==> src/hw/sya_pkg.sv <==
//==============================
// Shared types and defaults for the systolic engine
// Sums are 32-bit signed, so very long channel counts can overflow
// Grid sizes below 2 are not supported
//==============================
package sya_pkg;

    //==============================
    // Data widths
    //==============================
    // Signed operands
    typedef logic signed [7:0]  act_t;
    typedef logic signed [7:0]  wgt_t;

    // Accumulator of one grid cell
    typedef logic signed [31:0] psum_t;

    // Operand beats per tile
    typedef logic [15:0]        chn_t;

    // Requantization bit position
    typedef logic [4:0]         shift_t;

    // Requantized output wraps modulo 256
    typedef logic [7:0]         ofm_t;

    //==============================
    // Controller states
    //==============================
    typedef enum logic [1:0] {
        IDLE,
        COMP,
        FLUSH,
        DRAIN
    } sya_state_e;

    // Default grid size
    parameter int DEF_NUM_ROW = 4;
    parameter int DEF_NUM_COL = 4;

endpackage

==> src/hw/sya_requant_drain.sv <==
//==============================
// Row drain with ReLU and requantization
// Sums must stay frozen while drain_en is high
// Output data is combinational from the row counter
//==============================
module sya_requant_drain #(
    parameter int NUM_ROW = sya_pkg::DEF_NUM_ROW,
    parameter int NUM_COL = sya_pkg::DEF_NUM_COL
) (
    input  logic                                      clk,
    input  logic                                      rst_n,
    input  logic                                      drain_en,
    input  sya_pkg::psum_t [NUM_ROW-1:0][NUM_COL-1:0] psum_grid,
    input  sya_pkg::shift_t                           shift,
    input  sya_pkg::ofm_t                             zp,
    input  logic                                      out_ready,
    output logic                                      out_valid,
    output sya_pkg::ofm_t  [NUM_COL-1:0]              out_ofm,
    output logic [$clog2(NUM_ROW)-1:0]                out_row,
    output logic                                      out_last,
    output logic                                      drain_done
);
    import sya_pkg::*;

    localparam int RW = $clog2(NUM_ROW);
    localparam logic [RW-1:0] LAST_ROW = RW'(NUM_ROW - 1);

    logic [RW-1:0]        row_q;
    psum_t [NUM_COL-1:0]  row_sel;
    logic                 hs;

    assign out_valid  = drain_en;
    assign out_row    = row_q;
    assign out_last   = drain_en & (row_q == LAST_ROW);
    assign hs         = out_valid & out_ready;
    assign drain_done = hs & out_last;

    assign row_sel = psum_grid[row_q];

    //==============================
    // ReLU and requantize
    //==============================
    always_comb begin
        psum_t shifted;
        for (int c = 0; c < NUM_COL; c++) begin
            shifted = row_sel[c] >>> shift;
            if (row_sel[c] < 0) begin
                out_ofm[c] = '0;
            end else begin
                // Zero point add wraps at 8 bits
                out_ofm[c] = shifted[7:0] + zp;
            end
        end
    end

    // Row counter wraps after the last row
    always_ff @(posedge clk or negedge rst_n) begin
        if (!rst_n) begin
            row_q <= '0;
        end else if (hs) begin
            row_q <= out_last ? '0 : row_q + 1'b1;
        end
    end

endmodule

==> config.mk <==
export PLATFORM = sky130hd
export DESIGN_NAME = sya_requant_drain
export DESIGN_NICKNAME = d
export VERILOG_FILES = /design/src/hw/sya_pkg.sv /design/src/hw/sya_requant_drain.sv
export SDC_FILE = /design/constraint.sdc
export NUM_CORES = 1
export LEC_CHECK = 0
export ABC_AREA = 1
export BUFFER_PORTS_ARGS = -buffer_cell sky130_fd_sc_hd__clkbuf_2
export CAP_MARGIN = 20
export CORE_AREA = 3 3 221 223
export DETAILED_ROUTE_END_ITERATION = 16
export DIE_AREA = 0 0 224 226
export SYNTH_ARGS = -nofsm -noshare
export SYNTH_HDL_FRONTEND = slang
export SYNTH_SLANG_ARGS = --single-unit
==> constraint.sdc <==
create_clock -name clk -period 8.7 [get_ports clk]
set_input_delay 1.305 -clock clk [delete_from_list [all_inputs] [get_ports clk]]
set_output_delay 1.305 -clock clk [all_outputs]
set_load 0.03 [all_outputs]
==> results.yml <==
run_status:
  status: "finished, final reports clean"
setup_path:
  setup.worst_path.end_class: "output pin"
  crit_path_top_delay_cell: "clkinv_2"
  worstPathArrival_ps: 5710
  max_stage_delay_ps: 750
  worstSetupPathType: "in -> out"
  worstPathMaxFanout: 82
  cp_common_cell: "nand2_1"
  critical_path_required_ps: 7390
  cp-start-kind: "input port"
  crit_chain: "buf_4 > clkinv_2 > buf_4 > nand3_1 > o21ai_0 > o21ai_0 > nand2_1 > nand3_1 > nand2_1 > nand2_1 > nand2_1 > ha_1 > fa_1 > a31oi_1 > nor2_1 > o21ai_0 > nand2_1 > o21ai_0 > a21oi_1 > clkbuf_2"
finish:
  fin_cells: 3304
  final_common_cell: "nand2_1"
  largest_reg_flops: 2
  layout.nets: 3260
  fin_util_pct: 28.5
  n_fill_cell: 5593
  drive_above_1_share_pct: 22.4
  area_delta_synth_final_pct: 27.1
  final_cell_mix: "nand2_1 (1165), clkbuf_2 (562), nand3_1 (423)"
yosys:
  ys_warn_count: 0
  ys_ff_latch: 2
  seq_area_frac_synth_pct: 0.478
  synthCells: 2293
  synth_cell_types: 35
  syn_avg_cell_area_sq_um: 4.57
  synth.cell_area_sq_um: 10500
  synth_nets: 2855
route:
  vias: 16622
  wl_met1_mm: 27.3
  wl_mm: 64.7
  drtIter0Drc: 1709
  viasPerCell: 5.03
  highest_layer: "met5"
  drc: 0
  first_pass_iters: 7
  wl_met3_mm: 5.20
  dr_wl_met2_mm: 29.8
  postRouteAntennaNets: 0
  wire_per_inst_um: 19.6
sta:
  finalSetupViolCount: 0
  fin_crit_sh_pct: 80.7
  fin_skew_ps: 1.81
  max-slew-margin-rel_pct: 28.0
  hold_viol: 0
  slew_viol_final: 0
  setup-tns-final_ps: 0
  post-route-min-period_ps: 7020
  tightest_slew_ps: 1080
  grt_setup_unrepaired: "false"
  max_freq_mhz: 142
clock_network:
  cts_setup_buffers: 0
  root_buffer: "clkbuf_16"
  clock_latency_ps: 220
  path_clk_slew_ps: 30
  clock_path_buffers: 2
  cts_num_sinks: 2
  hold_buffers: 0
  post_cts_resize_count: 0
  cts_max_level: 1
  numCtsBuffers: 3
  cts_tree: "built"
power_and_ir_drop:
  p_sw_mw: 2.22
  power.share.sequential_pct: 2.0
  internal_power_mw: 0.885
  cellPowerDensity_nw_per_um2: 233
  pwr-share-comb_pct: 95.8
  ir_worst_vdd_mv: 0.149
  swShare_pct: 71.5
  clkPwrFrac_pct: 2.2
  p_leak_nw: 7.59
floorplanning:
  ios: 566
  dieArea_sq_um: 50600
  die_h_um: 226
  start_util_pct: 22.4
  coreArea_sq_um: 46800
  die-width_um: 224
  num_rows: 79
global_route:
  grt_max_degree: 214
  antenna_found_initial: 4
  grt_pass1_vias: 15041
  grt_use_total_pct: 24.1
  overflow: 0
  grt_first_pass_wirelength_mm: 92.8
job:
  cap_violations: 0
hold_path:
  worstHoldPathType: "in -> async"
place:
  dp_hpwl_mm: 53.7
  gp_congestion: 0.989
  place_inst: 3300
  port_buffers: 565
[through the flow]
stage	area (sq um)	hold WS, ps	worst slack, ps	power [mW]
2_1_floorplan	10500	871	3280	1.99
3_3_place_gp	13200	1090	1830	3.03
3_5_place_dp	13200	1090	1740	3.03
4_1_cts	13300	865	1720	3.11
5_1_grt	13300	869	1110	3.43
6_report	13300	865	1680	3.11
[synthesized netlist by cell type, drive strengths merged]
master	n	area [sq um]
a21oi	122	611
a22oi	3	22.5
a31o	1	8.76
a31oi	16	100
and2	2	12.5
buf	134	845
clkbuf	51	191
dfrtp	2	50.1
fa	4	80.1
ha	29	363
inv	47	181
mux2i	1	10.0
nand2	1168	4390
nand3	423	2120
nand4	3	18.8
nor2	72	270
o211ai	18	135
o21a	7	52.6
o21ai	167	840
o21bai	5	37.5
o221ai	2	17.5
o22ai	6	37.5
or2	4	25.0
xnor2	1	8.76
xor2	5	43.8
[layout make-up]
cell class | count | area [sq um] | area share (%)
antenna | 1 | 2.50 | 0.0188
clock buffer | 3 | 75.1 | 0.564
inverter | 47 | 190 | 1.43
multi-input combinational | 2059 | 9200 | 69.1
sequential | 2 | 57.6 | 0.432
tap | 607 | 759 | 5.71
timing repair buffer | 585 | 3020 | 22.7
[logic make-up after synthesis]
group           count (synthesis)  share of synthesized area (%)
compound gates                347                           17.8
mux                             1                         0.0956
buf+inv                       232                           11.6
xor+xnor                        6                          0.502
fa+ha+maj                      33                           4.23
simple gates                 1672                           65.3
flops                           2                          0.478
[critical path, delay by kind of cell]
kind | cells | cell delay, ps
and+or+nand+nor | 8 | 660
adders and majority gates | 2 | 660
buffers and inverters | 4 | 2010
AOI/OAI and AO/OA | 6 | 1020
[final timing paths]
path	to	slack, ps	depth (start not counted)	from
hold reg to reg	out_row[1]	1250	3	out_row[0]
hold / removal	out_row[1]	860	1	rst_n
min in group clk	out_row[1]	1250	3	out_row[0]
max in group asynchronous	out_row[0]	7720	1	rst_n
setup / recovery	out_ofm[30]	1680	20	shift[0]
setup reg to reg	out_row[1]	6830	3	out_row[1]
[power by group through the flow]
stage                     Combinational (mW)  Sequential [mW]  Clock [mW]
after floorplan                         1.97           0.0231           0
after global placement                  2.97           0.0636           0
after detailed placement                2.97           0.0633           0
after CTS                               2.98           0.0631      0.0691
after global routing                    3.29           0.0671      0.0706
final                                   2.98           0.0621      0.0683
[per-layer routing]
layer,global-route usage [%],vias to the layer above
li1,-,8333
met1,31.4,7319
met2,41.4,864
met3,3.07,102
met4,7.74,4
met5,0,-
No activity file was read; power rests on OpenSTA's default activity.
