## src/hw/sya_pkg.sv

```systemverilog
//==============================
// Shared types and defaults for the systolic engine
// Sums are 32-bit signed, so very long channel counts can overflow
// Grid sizes below 2 are not supported
//==============================
package sya_pkg;

    //==============================
    // Data widths
    //==============================
    // Signed operands
    typedef logic signed [7:0]  act_t;
    typedef logic signed [7:0]  wgt_t;

    // Accumulator of one grid cell
    typedef logic signed [31:0] psum_t;

    // Operand beats per tile
    typedef logic [15:0]        chn_t;

    // Requantization bit position
    typedef logic [4:0]         shift_t;

    // Requantized output wraps modulo 256
    typedef logic [7:0]         ofm_t;

    //==============================
    // Controller states
    //==============================
    typedef enum logic [1:0] {
        IDLE,
        COMP,
        FLUSH,
        DRAIN
    } sya_state_e;

    // Default grid size
    parameter int DEF_NUM_ROW = 4;
    parameter int DEF_NUM_COL = 4;

endpackage

```

## src/hw/sya_operand_skew.sv

```systemverilog
//==============================
// Input skew for the grid edges
// Row r and column c lag by r and c steps
// Zeros are fed while inject is low
//==============================
module sya_operand_skew #(
    parameter int NUM_ROW = sya_pkg::DEF_NUM_ROW,
    parameter int NUM_COL = sya_pkg::DEF_NUM_COL
) (
    input  logic                        clk,
    input  logic                        rst_n,
    input  logic                        step,
    input  logic                        inject,
    input  logic                        clear,
    input  sya_pkg::act_t [NUM_ROW-1:0] in_act,
    input  sya_pkg::wgt_t [NUM_COL-1:0] in_wgt,
    output sya_pkg::act_t [NUM_ROW-1:0] act_west,
    output sya_pkg::wgt_t [NUM_COL-1:0] wgt_north
);
    import sya_pkg::*;

    //==============================
    // Activation rows
    //==============================
    for (genvar r = 0; r < NUM_ROW; r++) begin : g_row
        act_t src;

        assign src = inject ? in_act[r] : '0;

        if (r == 0) begin : g_pass
            assign act_west[r] = src;
        end else begin : g_dly
            act_t sr [r];

            always_ff @(posedge clk or negedge rst_n) begin
                if (!rst_n) begin
                    for (int i = 0; i < r; i++) begin
                        sr[i] <= '0;
                    end
                end else if (clear) begin
                    for (int i = 0; i < r; i++) begin
                        sr[i] <= '0;
                    end
                end else if (step) begin
                    sr[0] <= src;
                    for (int i = 1; i < r; i++) begin
                        sr[i] <= sr[i-1];
                    end
                end
            end

            assign act_west[r] = sr[r-1];
        end
    end

    //==============================
    // Weight columns
    //==============================
    for (genvar c = 0; c < NUM_COL; c++) begin : g_col
        wgt_t src;

        assign src = inject ? in_wgt[c] : '0;

        if (c == 0) begin : g_pass
            assign wgt_north[c] = src;
        end else begin : g_dly
            wgt_t sr [c];

            always_ff @(posedge clk or negedge rst_n) begin
                if (!rst_n) begin
                    for (int i = 0; i < c; i++) begin
                        sr[i] <= '0;
                    end
                end else if (clear) begin
                    for (int i = 0; i < c; i++) begin
                        sr[i] <= '0;
                    end
                end else if (step) begin
                    sr[0] <= src;
                    for (int i = 1; i < c; i++) begin
                        sr[i] <= sr[i-1];
                    end
                end
            end

            assign wgt_north[c] = sr[c-1];
        end
    end

endmodule

```

## config.mk

```make
export PLATFORM = sky130hd
export DESIGN_NAME = sya_operand_skew
export DESIGN_NICKNAME = d
export VERILOG_FILES = /design/src/hw/sya_pkg.sv /design/src/hw/sya_operand_skew.sv
export SDC_FILE = /design/constraint.sdc
export NUM_CORES = 1
export LEC_CHECK = 0
export BUFFER_PORTS_ARGS = -buffer_cell sky130_fd_sc_hd__buf_2
export CAP_MARGIN = 0
export CORE_MARGIN = 8
export CORE_UTILIZATION = 51
export CTS_CLUSTER_DIAMETER = 50
export DETAILED_ROUTE_END_ITERATION = 7
export PLACE_DENSITY = 0.8
export SYNTH_ARGS = -nofsm -noshare
export SYNTH_HDL_FRONTEND = slang
export SYNTH_SLANG_ARGS = --single-unit
export TNS_END_PERCENT = 1
```

## constraint.sdc

```tcl
create_clock -name clk -period 0.85 [get_ports clk]
set_input_delay 0.0425 -clock clk [delete_from_list [all_inputs] [get_ports clk]]
set_output_delay 0.0425 -clock clk [all_outputs]
set_load 0.01 [all_outputs]
```

==> insert_results.sql, run 1 <==
INSERT INTO impl_metrics (metric_group, metric, value, unit) VALUES
('placed_design', 'port_buffers', '132', ''),
('global_routing', 'antenna_found_initial', '2', ''),
('cts', 'maximum_buffer_depth_of_the_clock_tree', '2', ''),
('cts', 'clkLatencyLatePin', '0.36', 'ns'),
('sta', 'setup_repair_after_global_routing_missed_its_margin', 'true', ''),
('drt', 'drc_errors', '0', ''),
('drt', 'detail_route.wirelength', '10.7', 'mm'),
('placed_design', 'gp_congestion', '0.723', ''),
('critical_path', 'worst-endpoint-arrival', '0.93', 'ns'),
('cts', 'tritoncts', 'yes', ''),
('sta', 'timing_max_transition_violations_final', '0', ''),
('critical_path', 'crit_path_top_delay_cell', 'sky130_fd_sc_hd__dfrtp_1', ''),
('floorplan', 'ioPinCount', '133', ''),
('sta', 'fin_skew', '0.0115', 'ns'),
('critical_path', 'timing.critical_path.to_type', 'output port', ''),
('global_routing', 'grt_max_degree', '71', ''),
('drt', 'dr_total_vias', '3239', ''),
('yosys', 'ys_seq_elements', '96', ''),
('status', 'violations', 'negative setup slack', ''),
('sta', 'postLayoutSetupSlackWorst', '-0.118', 'ns'),
('final_layout', 'drive_gt1_frac', '0.306', ''),
('placed_design', 'placed_cell_area', '4810', 'sq um'),
('sta', 'max_slew.worst_pin.slew', '0.661', 'ns'),
('final_layout', 'layout-area-overhead-vs-synth', '31.7', '%'),
('global_routing', 'globalRoute.totalOverflow', '0', ''),
('sta', 'fmaxAchievable', '1030', 'MHz'),
('cts', 'tritoncts_num_sinks', '96', ''),
('global_routing', 'gr-usage-all-layers', '0.181', ''),
('drt', 'drt-initial-drc-count', '139', ''),
('floorplan', 'initial_utilization', '0.525', ''),
('cts', 'htree_num_levels', '3', ''),
('sta', 'finalSetupViolations', '48', ''),
('critical_path', 'slowest_delay', '0.43', 'ns'),
('final_layout', 'number_of_filler_instances_in_the_final_layout', '615', ''),
('pwr', 'leakage_power', '0.00289', 'uW'),
('critical_path', 'worst_path_class_setup', 'reg -> out', ''),
('critical_path', 'cp_cell_sequence', 'buf_6', ''),
('worst_hold_path', 'timing.hold.worst.class', 'in -> reg', ''),
('critical_path', 'crit_path_start_kind', 'register', ''),
('final_layout', 'final_area', '5660', 'sq um'),
('yosys', 'synth_seq_area_share', '0.560', ''),
('global_routing', 'first_pass_grt_wire_length', '16.9', 'mm'),
('yosys', 'synthesis.nets', '454', ''),
('yosys', 'syn-cell-area', '4290', 'sq um'),
('yosys', 'synthesized_instance_count', '385', ''),
('final_layout', 'leading_cell_type_in_the_layout_fill_and_taps_excluded', 'sky130_fd_sc_hd__buf_2', ''),
('placed_design', 'dp_hpwl', '6.64', 'mm'),
('final_layout', 'num-nets-final', '596', ''),
('critical_path', 'cp_num_buf_inv', '1', ''),
('yosys', 'number_of_different_library_cells_in_the_post_synthesis_netlist', '14', ''),
('yosys', 'synth.yosys.warnings', '0', ''),
('floorplan', 'core_area', '8180', 'sq um'),
('floorplan', 'row_count', '33', ''),
('sta', 'finalHoldViolCount', '0', ''),
('cts', 'cts_root_buf', 'sky130_fd_sc_hd__clkbuf_8', ''),
('status', 'outcome', 'complete, but fails checks', ''),
('drt', 'post_drt_wl_per_cell', '16.7', 'microns'),
('critical_path', 'worst_path_dominant_cell_family', 'flip-flops', ''),
('pwr', 'peakVddDrop', '906', 'uV'),
('sta', 'fin_crit', '0.968', 'ns'),
('yosys', 'synth_top_area_cell', 'sky130_fd_sc_hd__dfrtp_1', ''),
('drt', 'drt-vias-per-instance', '5.08', ''),
('critical_path', 'worst_ep_required_time', '0.81', 'ns'),
('cts', 'cts_buffers', '9', ''),
('floorplan', 'floorplan.die_area', '11600', 'sq um'),
('sta', 'period_share', '1.14', ''),
('global_routing', 'first_global_vias', '3443', ''),
('cts', 'post_cts.repair.setup_buffers', '0', ''),
('yosys', 'synth_largest_type_area_fraction', '0.560', ''),
('floorplan', 'die-height', '108', 'microns'),
('sta', 'max_slew_margin', '0.557', ''),
('floorplan', 'die-width', '108', 'microns'),
('drt', 'final_antenna_net_count', '0', ''),
('drt', 'drt-pass1-iter-count', '4', ''),
('yosys', 'syn_area_per_cell', '11.2', 'sq um'),
('yosys', 'synth.area.top_cells', 'sky130_fd_sc_hd__dfrtp_1, sky130_fd_sc_hd__mux2i_1, sky130_fd_sc_hd__buf_4', ''),
('sta', 'fin_hold_ws', '0.102', 'ns'),
('critical_path', 'path_max_fanout', '2', ''),
('cts', 'cts.reportedPaths.clkPinSlew', '0.09', 'ns'),
('pwr', 'power.density_cell_area', '1640', 'nW/um^2'),
('run', 'cap_violations', '0', ''),
('final_layout', 'final_cell_mix', 'sky130_fd_sc_hd__buf_2, sky130_fd_sc_hd__dfrtp_1, sky130_fd_sc_hd__dlygate4sd3_1', '');
[cell usage after synthesis, drive strengths merged]
library cell / n
clkbuf: 13
nand3: 32
buf: 50
a21oi: 32
and2: 16
nor2b: 1
a32o: 16
nor2: 49
dfrtp: 96
nand2b: 32
mux2i: 48
[registers in the layout, indices dropped and copies added, names as in the netlist]
signal	cells
g_col.g_dly.sr	32
g_row.g_dly.sr	32
act_west	16
wgt_north	16
[kinds of logic after synthesis]
group / after synthesis / share of synthesized area
DFF: 96 / 0.560
AOI/OAI and AO/OA: 48 / 0.0746
muxes: 48 / 0.112
buffers and inverters: 63 / 0.102
and+or+nand+nor: 130 / 0.152
[per-stage QoR]
stage / cells / setup slack [ns] / setup TNS, ns / utilization / total power, uW
after CTS: 637 / -0.122 / -4.56 / 0.680 / 9280
final: 638 / -0.118 / -3.74 / 0.692 / 9270
after global placement: 572 / -0.439 / -11.95 / 0.589 / 5770
after floorplan: 385 / 0.0262 / 0 / - / 5370
after detailed placement: 572 / -0.544 / -14.77 / 0.589 / 5790
after global routing: 638 / -0.148 / -5.58 / 0.692 / 9630
[repair_timing]
item                       4_1_cts  5_1_grt
hold buffers                    49        0
resized for setup                6       16
hold endpoints to repair       144        0
setup endpoints to repair       80       77
[area by class of cell]
type | instances | area, sq um | area share
multi-input combinational | 226 | 1460 | 0.258
sequential | 96 | 2400 | 0.425
tap | 105 | 131 | 0.0232
antenna | 1 | 2.50 | 0.000442
timing repair buffer | 194 | 1430 | 0.253
clock buffer | 10 | 138 | 0.0243
clock inverter | 6 | 90.1 | 0.0159
[per-layer routing]
layer | vias up | track usage | share of wire
li1 | 1556 | - | -
met1 | 1560 | 0.229 | 0.43
met2 | 109 | 0.276 | 0.47
met3 | 12 | 0.0749 | 0.090
met4 | 2 | 0.0555 | 0.011
met5 | - | 0 | 0.00075
[power breakdown]
group	switching (uW)	internal (uW)	total, uW	leakage (uW)
clock	1590	1750	3340	0.000113
sequential	73.0	4680	4750	0.00132
combinational	575	598	1170	0.00146
[worst paths after layout]
path / to / startpoint / depth (start not counted) / slack [ns]
max in group asynchronous: act_west[26] / rst_n / 3 / 0.26
worst max-delay path: wgt_north[14] / g_col[1].g_dly.sr[6] / 1 / -0.12
worst min register to register: g_row[1].g_dly.sr[5] / g_row[1].g_dly.sr[5] / 1 / 0.51
worst max register to register: act_west[22] / act_west[22] / 2 / 0.07
min in group asynchronous: wgt_north[18] / rst_n / 2 / 0.11
worst min-delay path: g_col[1].g_dly.sr[3] / step / 2 / 0.10
Note: power is estimated with default switching activity, not from simulation.
==> inputs of run 2 (changes only) <==
--- a/config.mk
+++ b/config.mk
@@ -7,11 +7,13 @@
 export LEC_CHECK = 0
 export BUFFER_PORTS_ARGS = -buffer_cell sky130_fd_sc_hd__buf_2
 export CAP_MARGIN = 0
+export CELL_PAD_IN_SITES_DETAIL_PLACEMENT = 0
+export CELL_PAD_IN_SITES_GLOBAL_PLACEMENT = 1
 export CORE_MARGIN = 8
-export CORE_UTILIZATION = 51
+export CORE_UTILIZATION = 39
 export CTS_CLUSTER_DIAMETER = 50
 export DETAILED_ROUTE_END_ITERATION = 7
-export PLACE_DENSITY = 0.8
+export PLACE_DENSITY_LB_ADDON = 0.1
 export SYNTH_ARGS = -nofsm -noshare
 export SYNTH_HDL_FRONTEND = slang
 export SYNTH_SLANG_ARGS = --single-unit
==> insert_results.sql, run 2 (synthesis results as in run 1) <==
INSERT INTO impl_metrics (metric_group, metric, value, unit) VALUES
('status', 'outcome', 'complete, but fails checks', ''),
('status', 'violations', 'negative setup slack', ''),
('final_layout', 'postLayoutCoreUtil', '0.530', ''),
('global_routing', 'globalRoute.busiestLayer', 'met2', ''),
('sta', 'fmaxAchievable', '1050', 'MHz'),
('drt', 'final_antenna_net_count', '0', ''),
('sta', 'max_slew_margin', '0.549', ''),
('cts', 'maximum_buffer_depth_of_the_clock_tree', '2', ''),
('cts', 'htree_num_levels', '3', ''),
('final_layout', 'final_area', '5720', 'sq um'),
('sta', 'fin_skew', '0.00858', 'ns'),
('global_routing', 'first_pass_grt_wire_length', '17.6', 'mm'),
('floorplan', 'core_area', '10800', 'sq um'),
('sta', 'fin_hold_ws', '0.0712', 'ns'),
('drt', 'drt-vias-per-instance', '4.78', ''),
('sta', 'postLayoutSetupSlackWorst', '-0.104', 'ns'),
('final_layout', 'number_of_filler_instances_in_the_final_layout', '972', ''),
('drt', 'drt-pass1-iter-count', '4', ''),
('final_layout', 'antenna_cells', '0', ''),
('worst_hold_path', 'timing.hold.worst.class', 'in -> reg', ''),
('global_routing', 'gr-usage-all-layers', '0.150', ''),
('cts', 'cts.reportedPaths.clkPinSlew', '0.09', 'ns'),
('final_layout', 'final_cell_mix', 'sky130_fd_sc_hd__buf_2, sky130_fd_sc_hd__dfrtp_1, sky130_fd_sc_hd__dlygate4sd3_1', ''),
('cts', 'tritoncts', 'yes', ''),
('critical_path', 'worst_path_class_setup', 'reg -> out', ''),
('sta', 'timing_max_transition_violations_final', '0', ''),
('sta', 'finalHoldViolCount', '0', ''),
('sta', 'setup_repair_after_global_routing_missed_its_margin', 'true', ''),
('global_routing', 'grtUsageMet2', '0.236', ''),
('drt', 'detail_route.wirelength', '10.7', 'mm'),
('critical_path', 'cp_num_buf_inv', '1', ''),
('placed_design', 'placed_cell_area', '4910', 'sq um'),
('pwr', 'peakVddDrop', '719', 'uV'),
('final_layout', 'final_cells', '679', ''),
('cts', 'tritoncts_num_sinks', '96', ''),
('final_layout', 'layout.area.seq', '2400', 'sq um'),
('sta', 'fin_crit', '0.954', 'ns'),
('floorplan', 'row_count', '38', ''),
('critical_path', 'path_max_fanout', '2', ''),
('drt', 'drt-initial-drc-count', '137', ''),
('critical_path', 'worst-endpoint-arrival', '0.91', 'ns'),
('critical_path', 'cp_cell_sequence', 'buf_2', ''),
('placed_design', 'port_buffers', '132', ''),
('final_layout', 'leading_cell_type_in_the_layout_fill_and_taps_excluded', 'sky130_fd_sc_hd__buf_2', ''),
('global_routing', 'globalRoute.totalOverflow', '0', ''),
('cts', 'clkLatencyLatePin', '0.35', 'ns'),
('global_routing', 'grt_max_degree', '46', ''),
('drt', 'drc_errors', '0', ''),
('critical_path', 'crit_path_top_delay_cell', 'sky130_fd_sc_hd__dfrtp_1', ''),
('global_routing', 'globalRouteMet1Util', '0.188', ''),
('drt', 'post_drt_wl_per_cell', '15.8', 'microns'),
('global_routing', 'antenna_found_initial', '0', ''),
('run', 'cap_violations', '0', ''),
('final_layout', 'drive_gt1_frac', '0.312', ''),
('sta', 'max_slew.worst_pin.slew', '0.676', 'ns'),
('critical_path', 'timing.critical_path.to_type', 'output port', ''),
('sta', 'finalSetupViolations', '48', ''),
('floorplan', 'floorplan.die_area', '14600', 'sq um'),
('final_layout', 'num-nets-final', '603', ''),
('final_layout', 'registers_with_the_highest_flip_flop_counts', 'g_col.g_dly.sr: 32 flops, g_row.g_dly.sr: 32 flops', ''),
('placed_design', 'gp_congestion', '0.715', ''),
('sta', 'period_share', '1.12', ''),
('placed_design', 'dp_cell_count', '614', ''),
('floorplan', 'initial_utilization', '0.398', ''),
('critical_path', 'worst_ep_required_time', '0.81', 'ns'),
('drt', 'dr_total_vias', '3245', ''),
('critical_path', 'worst_path_dominant_cell_family', 'flip-flops', ''),
('placed_design', 'dp_hpwl', '7.42', 'mm'),
('cts', 'cts_root_buf', 'sky130_fd_sc_hd__clkbuf_8', ''),
('global_routing', 'grt.met3_usage', '0.0554', ''),
('floorplan', 'die-width', '121', 'microns'),
('pwr', 'leakage_power', '0.00291', 'uW'),
('critical_path', 'crit_path_start_kind', 'register', ''),
('final_layout', 'multi_input_comb_area', '1450', 'sq um'),
('floorplan', 'ioPinCount', '133', ''),
('cts', 'post_cts.repair.setup_buffers', '0', ''),
('pwr', 'total_power', '9200', 'uW'),
('floorplan', 'die-height', '121', 'microns'),
('pwr', 'power.density_cell_area', '1610', 'nW/um^2'),
('cts', 'cts_buffers', '9', ''),
('critical_path', 'slowest_delay', '0.42', 'ns'),
('global_routing', 'first_global_vias', '3419', ''),
('final_layout', 'layout-area-overhead-vs-synth', '33.1', '%');
==> run 2: repair_timing <==
action / 4_1_cts / 5_1_grt
hold buffers: 49 / 0
setup endpoints to repair: 48 / 48
cloned: 0 / 0
hold endpoints to repair: 144 / 0
resized for setup: 6 / 9
==> run 2: final timing paths <==
| check | slack (ns) | end | from | depth (start not counted) |
|---|---|---|---|---|
| max in group asynchronous | 0.21 | act_west[27] | rst_n | 3 |
| setup / recovery | -0.10 | act_west[20] | act_west[20] | 1 |
| min in group asynchronous | 0.11 | wgt_north[24] | rst_n | 2 |
| hold reg to reg | 0.50 | g_row[1].g_dly.sr[2] | g_row[1].g_dly.sr[2] | 1 |
| hold / removal | 0.07 | g_row[3].g_dly.sr[23] | clear | 3 |
| setup reg to reg | 0.11 | g_col[1].g_dly.sr[4] | g_col[1].g_dly.sr[4] | 1 |
==> run 2: layout make-up <==
class / instances / share of cell area
Timing Repair Buffer: 201 / 0.256
Tap cell: 140 / 0.0306
Clock inverter: 5 / 0.0140
Sequential cell: 96 / 0.420
Clock buffer: 11 / 0.0247
Multi-Input combinational cell: 226 / 0.254
==> run 2: metal layers <==
metal  vias up  part of all wire
li1       1562                 -
met1      1569              0.44
met2       108              0.48
met3         6             0.074
met4         0            0.0066
met5         -                 0
==> run 2: metrics by stage <==
step | TNS (ns) | setup WS [ns]
2_1_floorplan | 0 | 0.0262
3_3_place_gp | -3.84 | -0.156
3_5_place_dp | -4.86 | -0.180
4_1_cts | -4.88 | -0.130
5_1_grt | -6.01 | -0.148
6_report | -3.45 | -0.104
==> run 2: power by group <==
part | total, uW | switching [uW] | internal, uW
clock | 3270 | 1530 | 1730
combinational | 1190 | 580 | 605
sequential | 4750 | 67.6 | 4680
