### src/hw/sya_pkg.sv
//==============================
// Shared types and defaults for the systolic engine
// Sums are 32-bit signed, so very long channel counts can overflow
// Grid sizes below 2 are not supported
//==============================
package sya_pkg;

    //==============================
    // Data widths
    //==============================
    // Signed operands
    typedef logic signed [7:0]  act_t;
    typedef logic signed [7:0]  wgt_t;

    // Accumulator of one grid cell
    typedef logic signed [31:0] psum_t;

    // Operand beats per tile
    typedef logic [15:0]        chn_t;

    // Requantization bit position
    typedef logic [4:0]         shift_t;

    // Requantized output wraps modulo 256
    typedef logic [7:0]         ofm_t;

    //==============================
    // Controller states
    //==============================
    typedef enum logic [1:0] {
        IDLE,
        COMP,
        FLUSH,
        DRAIN
    } sya_state_e;

    // Default grid size
    parameter int DEF_NUM_ROW = 4;
    parameter int DEF_NUM_COL = 4;

endpackage

### src/hw/sya_ctrl.sv
//==============================
// Tile controller with one tile in flight
// A channel count of zero runs as one beat
// Flush lasts NUM_ROW+NUM_COL-2 cycles, one step each
//==============================
module sya_ctrl #(
    parameter int NUM_ROW = sya_pkg::DEF_NUM_ROW,
    parameter int NUM_COL = sya_pkg::DEF_NUM_COL
) (
    input  logic            clk,
    input  logic            rst_n,
    input  logic            cfg_valid,
    input  sya_pkg::chn_t   cfg_chn,
    input  sya_pkg::shift_t cfg_shift,
    input  sya_pkg::ofm_t   cfg_zp,
    input  logic            in_valid,
    input  logic            drain_done,
    output logic            cfg_ready,
    output logic            in_ready,
    output logic            step,
    output logic            inject,
    output logic            clear,
    output logic            drain_en,
    output sya_pkg::shift_t shift,
    output sya_pkg::ofm_t   zp
);
    import sya_pkg::*;

    localparam int FW = $clog2(NUM_ROW + NUM_COL);
    localparam logic [FW-1:0] FLUSH_END = FW'(NUM_ROW + NUM_COL - 3);

    sya_state_e    state;
    sya_state_e    state_nxt;
    chn_t          chn_q;
    chn_t          chn_cnt;
    logic [FW-1:0] flush_cnt;
    logic          beat;
    logic          last_beat;

    assign cfg_ready = (state == IDLE);
    assign in_ready  = (state == COMP);
    assign beat      = in_valid & in_ready;
    assign last_beat = beat & (chn_cnt == chn_q - 1'b1);

    // Grid pacing
    assign clear    = cfg_valid & cfg_ready;
    assign step     = beat | (state == FLUSH);
    assign inject   = (state == COMP);
    assign drain_en = (state == DRAIN);

    //==============================
    // State machine
    //==============================
    always_comb begin
        state_nxt = state;
        case (state)
            IDLE:    if (clear) state_nxt = COMP;
            COMP:    if (last_beat) state_nxt = FLUSH;
            FLUSH:   if (flush_cnt == FLUSH_END) state_nxt = DRAIN;
            DRAIN:   if (drain_done) state_nxt = IDLE;
            default: state_nxt = IDLE;
        endcase
    end

    always_ff @(posedge clk or negedge rst_n) begin
        if (!rst_n) begin
            state     <= IDLE;
            chn_cnt   <= '0;
            flush_cnt <= '0;
        end else begin
            state <= state_nxt;
            if (clear) begin
                chn_cnt <= '0;
            end else if (beat) begin
                chn_cnt <= chn_cnt + 1'b1;
            end
            // Free-running only inside FLUSH
            if (state == FLUSH) begin
                flush_cnt <= flush_cnt + 1'b1;
            end else begin
                flush_cnt <= '0;
            end
        end
    end

    // Configuration capture on accept
    always_ff @(posedge clk or negedge rst_n) begin
        if (!rst_n) begin
            chn_q <= chn_t'(1);
            shift <= '0;
            zp    <= '0;
        end else if (clear) begin
            chn_q <= (cfg_chn == '0) ? chn_t'(1) : cfg_chn;
            shift <= cfg_shift;
            zp    <= cfg_zp;
        end
    end

endmodule

### config.mk
export PLATFORM = sky130hd
export DESIGN_NAME = sya_ctrl
export DESIGN_NICKNAME = d
export VERILOG_FILES = /design/src/hw/sya_pkg.sv /design/src/hw/sya_ctrl.sv
export SDC_FILE = /design/constraint.sdc
export NUM_CORES = 1
export LEC_CHECK = 0
export ABC_AREA = 1
export BUFFER_PORTS_ARGS = -buffer_cell sky130_fd_sc_hd__buf_2
export CORE_ASPECT_RATIO = 0.6
export CORE_UTILIZATION = 40
export CTS_CLUSTER_DIAMETER = 80
export CTS_CLUSTER_SIZE = 24
export DETAILED_ROUTE_END_ITERATION = 16
export SETUP_SLACK_MARGIN = 0.1
export SYNTH_ARGS = -nofsm -noshare
export SYNTH_HDL_FRONTEND = slang
export SYNTH_SLANG_ARGS = --single-unit
### constraint.sdc
create_clock -name clk -period 5.5 [get_ports clk]
set_clock_uncertainty 0.2 [all_clocks]
set_input_delay 0.55 -clock clk [delete_from_list [all_inputs] [get_ports clk]]
set_output_delay 0.55 -clock clk [all_outputs]
set_load 0.03 [all_outputs]
==> run summary, run 1 <==
The flow ran to the end, but the final reports show violations. The final reports fail on design-rule violations. Cell seen most often among critical-path stages: inv_1.

The area of the die came out at 0.00757 mm^2. The total of flip-flops plus latches after synthesis was 50. The count of final max-slew check failures came out at 0.

After legalization and detailed placement, the total HPWL measured 4920 um. Using the TritonRoute via totals, the vias-per-cell ratio works out to 4.74. The net count of the finished layout is 486.

The number of buffers added to fix hold violations after cts came out at 0. The starting density of the core is 0.423, and the remaining number of nets flagged by the antenna check after routing is 0. The DRC violation count after routing came out at 2. Setup violations remaining at the end of the flow were counted as 0. Across the VDD grid, the largest voltage drop is 172 uV.

The type of destination of the critical path was an output pin. TritonCTS built the clock tree. The final standard cell utilization of the core is 0.498, and the fraction of final layout cells sized beyond drive strength 1 is 0.193. The run gives 0 as the hold violation total from the final report.

The floorplan step defined a core boundary enclosing 0.00682 mm^2. The run gives 0 as the number of antenna violations at the first check in global routing. The proportion of synthesized chip area in sequential cells is 0.434, and the number of placed I/O pins is 53. CTS placed an instance of clkbuf_16 at the clock tree root. Entering global routing, the biggest net connects 51 pins.

The critical path in this run is classified as reg2out. Leaving out fill and tap cells, the most frequent cell in the layout is nand2_1. Synthesis produced a netlist whose cell count is 392.

The clock drives 50 sinks. For this run, the slowest stage of the critical path takes 0.88 ns. The H-tree was split into 2 levels. Largest fanout on the critical path: 40. The routability congestion estimate from global placement came out at 0.815. The post-CTS setup buffer count was 0. Based on the critical path, the design can be clocked at up to 0.303 GHz. For this run, the detailed router's first-pass iteration total came to 10. Across all layers, the routed design uses 2521 vias. The async set-reset flop share out of synthesis is 1.00, and the global-route total usage across every layer is 0.189. The number of global-route vias before repair was 2247.

Walking the worst path, the cells encountered are inv_1 > ha_1 > nand2_1 > buf_4 > inv_1 > buf_2. The final cycle utilization of the critical path is 0.601. In the layout the commonest cells are 153 x nand2_1, 52 x buf_2, 49 x dfrtp_1, 37 x inv_1, 32 x nor2_1.

Summed over all cells, the static leakage comes to 0.00178 uW. Among all stages on the critical path, the largest delay is contributed by inv_1. The cell area after synthesis came out at 0.00289 mm^2. For the pin with the worst max-slew slack, the measured transition is 1.14 ns.

For the worst setup path, the data arrival time is 2.55 ns. In this run, CTS created clock tree buffers numbering 5. The clock transition at the register clock pins on the worst setup and hold paths after CTS came out at 0.07 ns.

STA puts the critical path data required time at 4.75 ns. The total negative setup slack was 0 ns; the sum of internal, switching and leakage power was 1750 uW. The total overflow reported by the global router is 0. The number of synthesis warnings is 0, and the die span in x is 112 um.

Post-CTS repair changed the size of 0 cells. The max-slew headroom at the worst pin came out at 0.240. The routed design has 6630 um of wire. Summing all non-filler instances in the final layout gives an area of 0.00340 mm^2. Max-cap violations in this run came to 0. In the synthesized netlist the dominant register cell turns out to be dfrtp_1. The synthesized design spends more area on one cell type than any other, namely dfrtp_1. Post-synthesis area per instance: 7.37 um^2. For the diode insertion count for antenna repair, the log shows 0. The number of distinct library cells after synthesis was 36.

The number of enable flip-flop cells after synthesis works out to 0. The logs give 23 for the number of core rows and 2 for the number of buffers on the longest clock path. The number of DRC markers after the initial detailed-route iteration was 197; the layout-stage area growth over the synthesis result was 17.7%.

Class of the most critical hold timing path: in2async. Dividing the detail-routed wire length by the instance count gives 12.5 um. The power per standard cell area came out at 514 mW/mm^2.

STA classifies the critical path startpoint as a flip-flop. Ranked by total cell area, the synthesized netlist is headed by dfrtp_1 42%, nand2_1 20%, inv_1 4.8%, nor2_1 4.2%, ha_1 3.5%. The clock insertion delay at the later pin of the skew report was 0.29 ns; the quantity of I/O buffers inserted on ports was 52.

The minimum clock period works out to 3.30 ns. Hold timing on the final database bottoms out at a slack of 0.156 ns. The first global-routing pass estimated 11000 um of wire. After detailed placement, the total cell area comes to 0.00323 mm^2. Chip height: 67.8 um. Setup repair after global routing left no endpoint under its margin. Synthesis produced a netlist with a net count of 434. The area fraction of the dominant cell type after synthesis works out to 0.425.
## logic make-up after synthesis
logic type,synth area share
and+or+nand+nor,0.364
buffers and inverters,0.0693
DFF,0.434
AOI/OAI and AO/OA,0.0654
xor gates and xnor gates,0.0334
adders and majority gates,0.0347
## worst paths after layout
path                                start    endpoint  slack, ns  depth (start not counted)
max in group asynchronous           rst_n  chn_cnt[4]       4.48                          2
min in group clk                cfg_zp[5]       zp[5]       0.25                          3
worst min register to register   shift[0]    shift[0]       0.28                          2
worst min-delay path                rst_n  chn_cnt[1]       0.16                          2
worst max register to register   state[0]    chn_q[5]       3.03                          6
worst max-delay path             state[0]       clear       2.20                          6
## metrics by stage
step	setup slack [ns]	std cells
after floorplan	3.25	392
after global placement	2.54	524
after detailed placement	2.51	524
after global routing	1.99	532
final	2.20	532
after CTS	2.20	532
## layout make-up
cell class,instances,area [um^2]
clock inverters,2,37.5
flip-flops and latches,50,1250
multi-input cells,290,1440
fillers,697,3420
inverters,43,161
repair buffers,54,275
well taps,87,109
clock buffers,6,129
## cell usage after synthesis (2+ instances only)
cell type / count
nand2_1: 153
dfrtp_1: 49
inv_1: 37
nor2_1: 32
nand3_1: 20
o21ai_0: 18
a21oi_1: 8
ha_1: 8
clkbuf_1: 7
xnor2_1: 6
nand2_2: 5
nor2_4: 5
xor2_1: 5
inv_2: 4
nor4_1: 4
nand3_2: 3
nand4_1: 3
clkinv_1: 2
nand3b_1: 2
nor2_2: 2
nor3_1: 2
nor3_2: 2
o21ai_1: 2
## where the power goes
| group | leakage [uW] | switching [uW] | internal, uW |
|---|---|---|---|
| Sequential | 0.000645 | 109 | 493 |
| Combinational | 0.00106 | 534 | 260 |
| Clock | 0.0000771 | 135 | 215 |
| Total | 0.00178 | 779 | 968 |
## flip-flops by register name, indices dropped and copies added, names as in the netlist
name	count
chn_cnt	16
chn_q	16
zp	8
shift	5
flush_cnt	3
state	2
## critical path, delay by kind of cell (launching register included)
| family | cells | cell delay, ns |
|---|---|---|
| DFF | 1 | 0.42 |
| adders and majority gates | 1 | 0.19 |
| and+or+nand+nor | 1 | 0.06 |
| buffers and inverters | 4 | 1.59 |
## routing by layer
metal  GRT usage  vias up  part of all wire  routed length [um]
li1            -     1332                 -                   -
met1       0.292     1135              0.55                3660
met2       0.264       52              0.39                2580
met3      0.0416        2             0.054                 358
met4      0.0405        0            0.0044                  29
met5           0        -                 0                   0
Power figures use the tool's default switching activity.
==> inputs of run 2 (changes only) <==
ABC_AREA = 0   (was 1)
clock period = 3 ns   (was 5.5 ns; I/O delays follow)
==> run summary, run 2 <==
The biggest cell delay along the critical path came out at 0.59 ns (-0.29 ns). After synthesis, the most frequently instantiated cells are 94 x nand2_1, 49 x dfrtp_1, 21 x nor2_1. After synthesis, the cell types taking the most area are dfrtp_1 44%, nand2_1 13%, xor2_1 5.7%, xnor2_1 5.1%, ha_1 3.6%.

The largest fanout on the critical path is 6 (-85%). Among all stages on the critical path, the largest delay is contributed by or4_4. The logs give 0 ns (unchanged) for the total negative setup slack and 0 (unchanged) for the diode insertion count for antenna repair. The ratio of routed vias to standard cells was 4.85 (+2.3%). Power per standard cell area: 466 mW/mm^2 (-9.3%).

The cell seen most often among critical-path stages was mux2_4. Total overflow reported by the global router: 0 (unchanged). The flow ran to the end, and the final reports show no timing, DRC or antenna violations.

TritonCTS built the clock tree. Leaving out fill and tap cells, the most frequent cell in the layout is nand2_1. The logs give 0.452 (+0.0186) for the proportion of synthesized chip area in sequential cells and 0.00277 mm^2 (-4.1%) for the cell area after synthesis. The fraction of final layout cells sized beyond drive strength 1 was 0.251 (+0.0581). The run gives 0.00126 mm^2 (+0.30%) as the storage element area. The clock insertion delay at the later pin of the skew report is 0.29 ns (about the same). The run gives 457 (-14%) as the final cell count without fillers.

The die span in x is 109 um (-2.0%). For the core area, the log shows 0.00668 mm^2 (-2.1%). The logs give 2 (unchanged) for the H-tree level count and 306 (-22%) for the gate count of the mapped netlist. The worst supply voltage drop on vdd is 377 uV (+120%), and the number of synthesis warnings is 0 (unchanged). The number of buffers and inverters on the critical path is 0 (-4), and the clock transition at the register clock pins on the worst setup and hold paths after CTS is 0.07 ns (about the same).

The routed metal-1 wire length was 3390 um (-7.4%); the quantity of I/O buffers inserted on ports was 52 (unchanged). Setup repair after global routing left no endpoint under its margin. The number of antenna violations at the first check in global routing was 0 (unchanged); the fmax was 0.353 GHz. Hold violation total from the final report: 0 (unchanged). The highest layer touched by signal routing is met4. The worst setup path is captured at a flip-flop. The pin count of the biggest net entering global routing was 51 (unchanged). The number of buffers on the longest clock path was 2 (unchanged). The routability congestion estimate from global placement was 0.741 (-9.0%). The remaining number of nets flagged by the antenna check after routing is 0 (unchanged). For the total setup violations reported at the end of the flow, the log shows 0 (unchanged). Yosys instantiated no cell more often than nand2_1. Traced cell by cell, the critical path runs through or4_4 > nor4b_4 > mux2_4 > mux2i_1 > o21ai_1 > a31oi_2 > mux2_4. The chip height was 66.4 um (-2.0%); the global-route total usage across every layer was 0.178 (-0.0109). For the number of buffers added by the clock tree synthesis step, the log shows 5 (unchanged). The sum of routed wire length over all layers was 6210 um (-6.3%).

In the final layout, the registers with the most flip-flops are chn_cnt: 16 flops, chn_q: 16 flops, zp: 8 flops. STA classifies the critical path startpoint as a flip-flop. The area fraction of the dominant cell type after synthesis was 0.443 (+0.0182); the footprint of the multi-input gates was 0.00145 mm^2 (+1.2%). The leakage dissipation is 0.00173 uW (-3.2%), and the count of final max-slew check failures is 0 (unchanged). The final cycle utilization of the critical path works out to 0.943. The setup slack of the most critical reg-to-reg path was 0.17 ns (-2.86 ns); the number of placed I/O pins was 53 (unchanged).

The run gives 2.97 ns (-1.78 ns) as the worst path required time. Post-synthesis area per instance: 9.05 um^2 (+23%). The number of filler instances in the final layout is 657 (-5.7%), and the DRC violation count after routing is 0 (-2). The max-slew headroom at the worst pin is 0.562 (+0.322), and the number of core rows is 23 (unchanged). Number of vias in the routed layout: 2215 (-12%). The run gives 0.415 (-0.00868) as the starting density of the core. The run gives 94 (-52%) as the number of DRC markers after the initial detailed-route iteration. The most used flip-flop cell after synthesis is dfrtp_1.

The run gives 411 (-15%) as the number of nets in the layout. Class of the most critical hold timing path: in2reg. In this run the clock root is driven by a clkbuf_16. For the met2 wirelength from detailed routing, the log shows 2470 um (-4.3%).

The worst setup slack after layout is 0.171 ns (-2.02 ns), and the number of max-cap violations is 0 (unchanged). The number of placed cells counting well taps came out at 438 (-16%). Area of the die: 0.00727 mm^2 (-4.0%). In the layout the commonest cells are 94 x nand2_1, 52 x buf_2, 46 x dfrtp_1, 21 x nor2_1, 18 x xor2_1. For the number of clock sinks, the log shows 50 (unchanged). Setup slack at placement: 0.0556 ns (-2.46 ns).

The minimum clock period works out to 2.83 ns. For the number of nets produced by synthesis, the log shows 348 (-20%). The number of distinct library cells after synthesis is 50 (+39%), and the data arrival time of the worst path is 2.80 ns (+0.25 ns). The slew at the pin closest to its max-slew limit works out to 0.657 ns (-0.482 ns).

The run gives 9790 um (-11%) as the global-route wire length before repair. Family with the most delay on the worst path: simple AND/OR/NAND/NOR gates. The async set-reset flop share out of synthesis was 1.00 (unchanged).

The total of flip-flops plus latches after synthesis is 50 (unchanged). Number of global-route vias before repair: 1952 (-13%). The logs give 0.510 (+0.0117) for the final standard cell utilization of the core and 309 um (-14%) for the met3 wirelength from detailed routing. The number of enable flip-flop cells after synthesis is 0 (unchanged), and the post-detailed-route wirelength per cell is 13.6 um (+9.1%). The startpoint-to-endpoint class of the critical path is reg2reg.

The placed wire-length estimate after detailed placement is 4370 um (-11%). The first-pass iteration count of the detailed router was 4 (-6); the layout-stage area growth over the synthesis result was 23.0%. The largest total area in the synthesized netlist belongs to dfrtp_1. Sum of internal, switching and leakage power: 1590 uW (-9.1%).
==> run 2: cell type report <==
class | count | area share
multi-input combinational | 233 | 0.427
sequential | 50 | 0.369
timing repair buffer | 70 | 0.120
clock buffer | 8 | 0.0430
tap | 87 | 0.0320
inverter | 9 | 0.00992
==> run 2: cell families (layout without fill, tap and decap cells) <==
logic type               after synthesis  in the layout  synth area share
AO/OA/AOI/OAI                         19             19            0.0538
multiplexers                           6              6            0.0239
flip-flops                            50             50             0.452
XOR/XNOR                              34             34             0.108
buffers and inverters                 23             87            0.0357
adder cells (fa/ha/maj)                8              8            0.0362
AND/OR/NAND/NOR                      166            166             0.291
==> run 2: worst paths after layout <==
path	startpoint	endpoint	cells past startpoint
worst min register to register	shift[2]	shift[2]	2
worst max register to register	chn_q[5]	state[1]	7
min in group asynchronous	rst_n	flush_cnt[2]	3
worst min-delay path	cfg_zp[3]	zp[3]	3
worst max-delay path	chn_q[5]	state[1]	7
max in group asynchronous	rst_n	chn_q[6]	3
==> run 2: through the flow <==
step	cell area, um^2	hold WS [ns]
after floorplan	2770	-0.196
after global placement	3130	0.248
after detailed placement	3130	0.257
after CTS	3340	0.000583
after global routing	3410	0.0122
final	3410	0.00345
==> run 2: power breakdown <==
part           internal [uW]  switching, uW  leakage (uW)
logic                    109            110      0.000993
clock network            333            241     0.0000712
registers                718           74.7      0.000663
total                   1160            427       0.00173
==> run 2: what timing repair did <==
item	CTS	global route
hold buffers	5	0
resized for setup	1	9
setup buffers	1	5
endpoints found under the setup margin	1	1
endpoints found under the hold margin	53	0
pin swaps	0	5
==> run 2: worst reg2reg max path, cell delays in order, from the launching register on <==
cell and delay, ns:
dfrtp_2 0.44, or4_4 0.59, nor4b_4 0.38, mux2_4 0.33, mux2i_1 0.13, o21ai_1 0.09, a31oi_2 0.23, mux2_4 0.32
==> run 2: metal layers <==
metal,global-route usage,vias to the layer above
li1,-,1135
met1,0.274,1025
met2,0.246,49
met3,0.0473,6
met4,0.0300,0
met5,0,-
==> inputs of run 3 (changes only) <==
clock period = 3.5 ns   (was 3 ns; I/O delays follow)
==> run summary, run 3 (same netlist as run 2, synthesis figures left out) <==
The ratio of routed vias to standard cells was 4.91 (+1.3%). The library cell used most frequently in the layout, excluding fill and tap cells, is nand2_1. The largest fanout on the critical path was 7 (+1).

Number of resized instances in the post-cts repair step: 0 (-1). The clock transition at the register clock pins on the worst setup and hold paths after CTS is 0.07 ns (about the same). The number of antenna violations at the first check in global routing came out at 0 (unchanged). Number of clock sinks: 50 (unchanged). For the remaining number of nets flagged by the antenna check after routing, the log shows 0 (unchanged). The power per standard cell area is 454 mW/mm^2 (-2.7%). The die span in x is 109 um (unchanged). Cell area after layout: 0.00330 mm^2 (-3.0%).

The total overflow reported by the global router is 0 (unchanged), and the leakage dissipation is 0.00169 uW (-2.0%). The run gives 647 (-1.5%) as the number of filler instances in the final layout. Setup repair after global routing left no endpoint under its margin. DRC violation count after routing: 0 (unchanged). The tools report the number of DRC markers after the initial detailed-route iteration as 87 (-7.4%).

The number of vias in the routed layout was 2175 (-1.8%); the count of final max-slew check failures was 0 (unchanged). Instance area after placement: 0.00310 mm^2 (-0.96%). The run gives 0.186 (+0.00822) as the global-route total usage across every layer.

The library cells used most frequently in the layout, excluding fill and tap cells, are 94 x nand2_1, 52 x buf_2, 49 x dfrtp_1, 21 x nor2_1, 18 x xor2_1. The run gives 0.554 ns (+0.498 ns) as the setup slack at placement. Minimum clock period: 3.00 ns (+0.174 ns). In the final layout, the registers with the most flip-flops are chn_cnt: 16 flops, chn_q: 16 flops, zp: 8 flops. The biggest cell delay along the critical path was 0.69 ns (+0.10 ns). For the number of global-route vias before repair, the log shows 2101 (+7.6%).

TritonCTS built the clock tree. The hold violation total from the final report was 0 (unchanged); the starting density of the core was 0.415 (unchanged). The run gives 0.496 ns (+0.326 ns) as the worst setup slack after layout. The H-tree level count came out at 2 (unchanged). Number of core rows: 23 (unchanged). The cell-internal power is 1130 uW (-2.4%).

The fraction of final layout cells sized beyond drive strength 1 is 0.222 (-0.0294), and the footprint of the multi-input gates is 0.00142 mm^2 (-2.4%). Startpoint class of the critical path: a flip-flop. The run gives 4 (unchanged) as the first-pass iteration count of the detailed router. The data arrival time of the worst path is 2.98 ns (+0.18 ns), and the number of buffers added by the clock tree synthesis step is 5 (unchanged). STA classifies the critical path endpoint as a flip-flop. The tools report the fraction of power consumed by sequential logic as 0.453 (-0.047). The critical path in this run is classified as reg2reg. The number of nets in the layout was 397 (-3.4%).

For the placed wire-length estimate after detailed placement, the log shows 4500 um (+3.0%). For the global-route wire length before repair, the log shows 10200 um (+4.4%). The storage element area is 0.00125 mm^2 (-0.30%), and the routability congestion estimate from global placement is 0.821 (+11%). The worst hold margin came out at 0.0431 ns (+0.0396 ns). The quantity of I/O buffers inserted on ports is 52 (unchanged).

Walking the worst path, the cells encountered are inv_1 > ha_1 > nor3b_2 > or4bb_2 > a2111oi_4 > a31oi_2 > mux2_4. The tools report the sum of routed wire length over all layers as 6160 um (-0.90%). The clock insertion delay at the later pin of the skew report is 0.29 ns (about the same). The worst supply voltage drop on vdd came out at 283 uV (-25%). The run finished with clean final reports. The layout-stage area growth over the synthesis result came out at 19.3%. For the share of total power in the clock network, the log shows 0.429 (+0.067). The slowest stage of the critical path belongs to the cell or4bb_2. The slew at the pin closest to its max-slew limit works out to 0.711 ns (+0.0545 ns).

The final cycle utilization of the critical path was 0.858 (-0.0849); the post-detailed-route wirelength per cell was 13.9 um (+2.2%). The run gives 367 uW (-14%) as the net switching power of the design. The total setup violations reported at the end of the flow is 0 (unchanged), and the share of total power consumed by net switching is 0.245 (-0.0242).

Clock tree root buffer cell: clkbuf_16. The tools report the number of buffers added to fix hold violations after cts as 1 (-4). The pin count of the biggest net entering global routing was 31 (-39%); the fmax was 0.333 GHz (-5.8%). The number of buffers on the longest clock path is 2 (unchanged). The max-slew headroom at the worst pin came out at 0.525 (-0.0369). For the core area, the log shows 0.00668 mm^2 (unchanged).

For the total negative setup slack, the log shows 0 ns (unchanged). The run gives 0 (-1) as the post-CTS setup buffer count. The min-delay analysis places its worst path in the category in2reg.

The diode insertion count for antenna repair was 0 (unchanged); the area of the die was 0.00727 mm^2 (unchanged). The share of power burned in combinational logic was 0.119 (-0.019); the chip height was 66.4 um (unchanged). The number of max-cap violations was 0 (unchanged). The logs give 3.48 ns (+0.51 ns) for the worst path required time and 53 (unchanged) for the number of placed I/O pins.
## run 3: changes by cell type in the layout (fill, tap and decap cells not counted), moves of 2 or more
cell,previous run,this run
buf_4,13,3
bufinv_16,0,2
clkbuf_1,2,0
dfrtp_1,46,49
dfrtp_2,3,0
dlygate4sd3_1,5,1
## run 3: final cells by class
cell class / count / area share
Multi-Input combinational cell: 233 / 0.429
Sequential cell: 50 / 0.379
Timing Repair Buffer: 56 / 0.0886
Clock buffer: 6 / 0.0420
Tap cell: 87 / 0.0329
Clock inverter: 2 / 0.0182
Inverter: 9 / 0.0102
## run 3: per-stage QoR
step / utilization / instances / power (uW)
2_1_floorplan: - / 306 / 799
5_1_grt: 0.495 / 443 / 1560
6_report: 0.495 / 443 / 1500
3_3_place_gp: 0.464 / 434 / 861
3_5_place_dp: 0.464 / 434 / 865
4_1_cts: 0.495 / 443 / 1510
## run 3: worst max-delay path, delay by kind of cell (launching register included)
kind | cells | cell delay (ns)
adders and majority gates | 1 | 0.19
AOI/OAI and AO/OA | 2 | 0.53
DFF | 1 | 0.41
muxes | 1 | 0.31
and+or+nand+nor | 2 | 1.15
buffers and inverters | 1 | 0.09
## run 3: worst paths after layout
check	from	endpoint	slack, ns	depth (start not counted)
max in group asynchronous	rst_n	chn_q[0]	1.87	3
worst max-delay path	chn_q[1]	state[1]	0.50	7
worst max register to register	chn_q[1]	state[1]	0.50	7
min in group asynchronous	rst_n	flush_cnt[2]	0.43	2
worst min-delay path	cfg_shift[4]	shift[4]	0.04	3
worst min register to register	zp[3]	zp[3]	0.27	2
## run 3: metal layers
layer / vias to the layer above / wire [um] / global-route usage
li1: 1105 / - / -
met2: 41 / 2550 / 0.266
met1: 1025 / 3300 / 0.277
met3: 4 / 271 / 0.0483
met4: 0 / 36 / 0.0433
met5: - / 0 / 0
## run 3: power by group through the flow
stage	combinational [uW]	clock, uW	sequential (uW)
floorplan	135	0	664
CTS	180	656	678
global placement	170	0	691
detailed placement	176	0	689
global route	204	673	688
finish	178	643	679
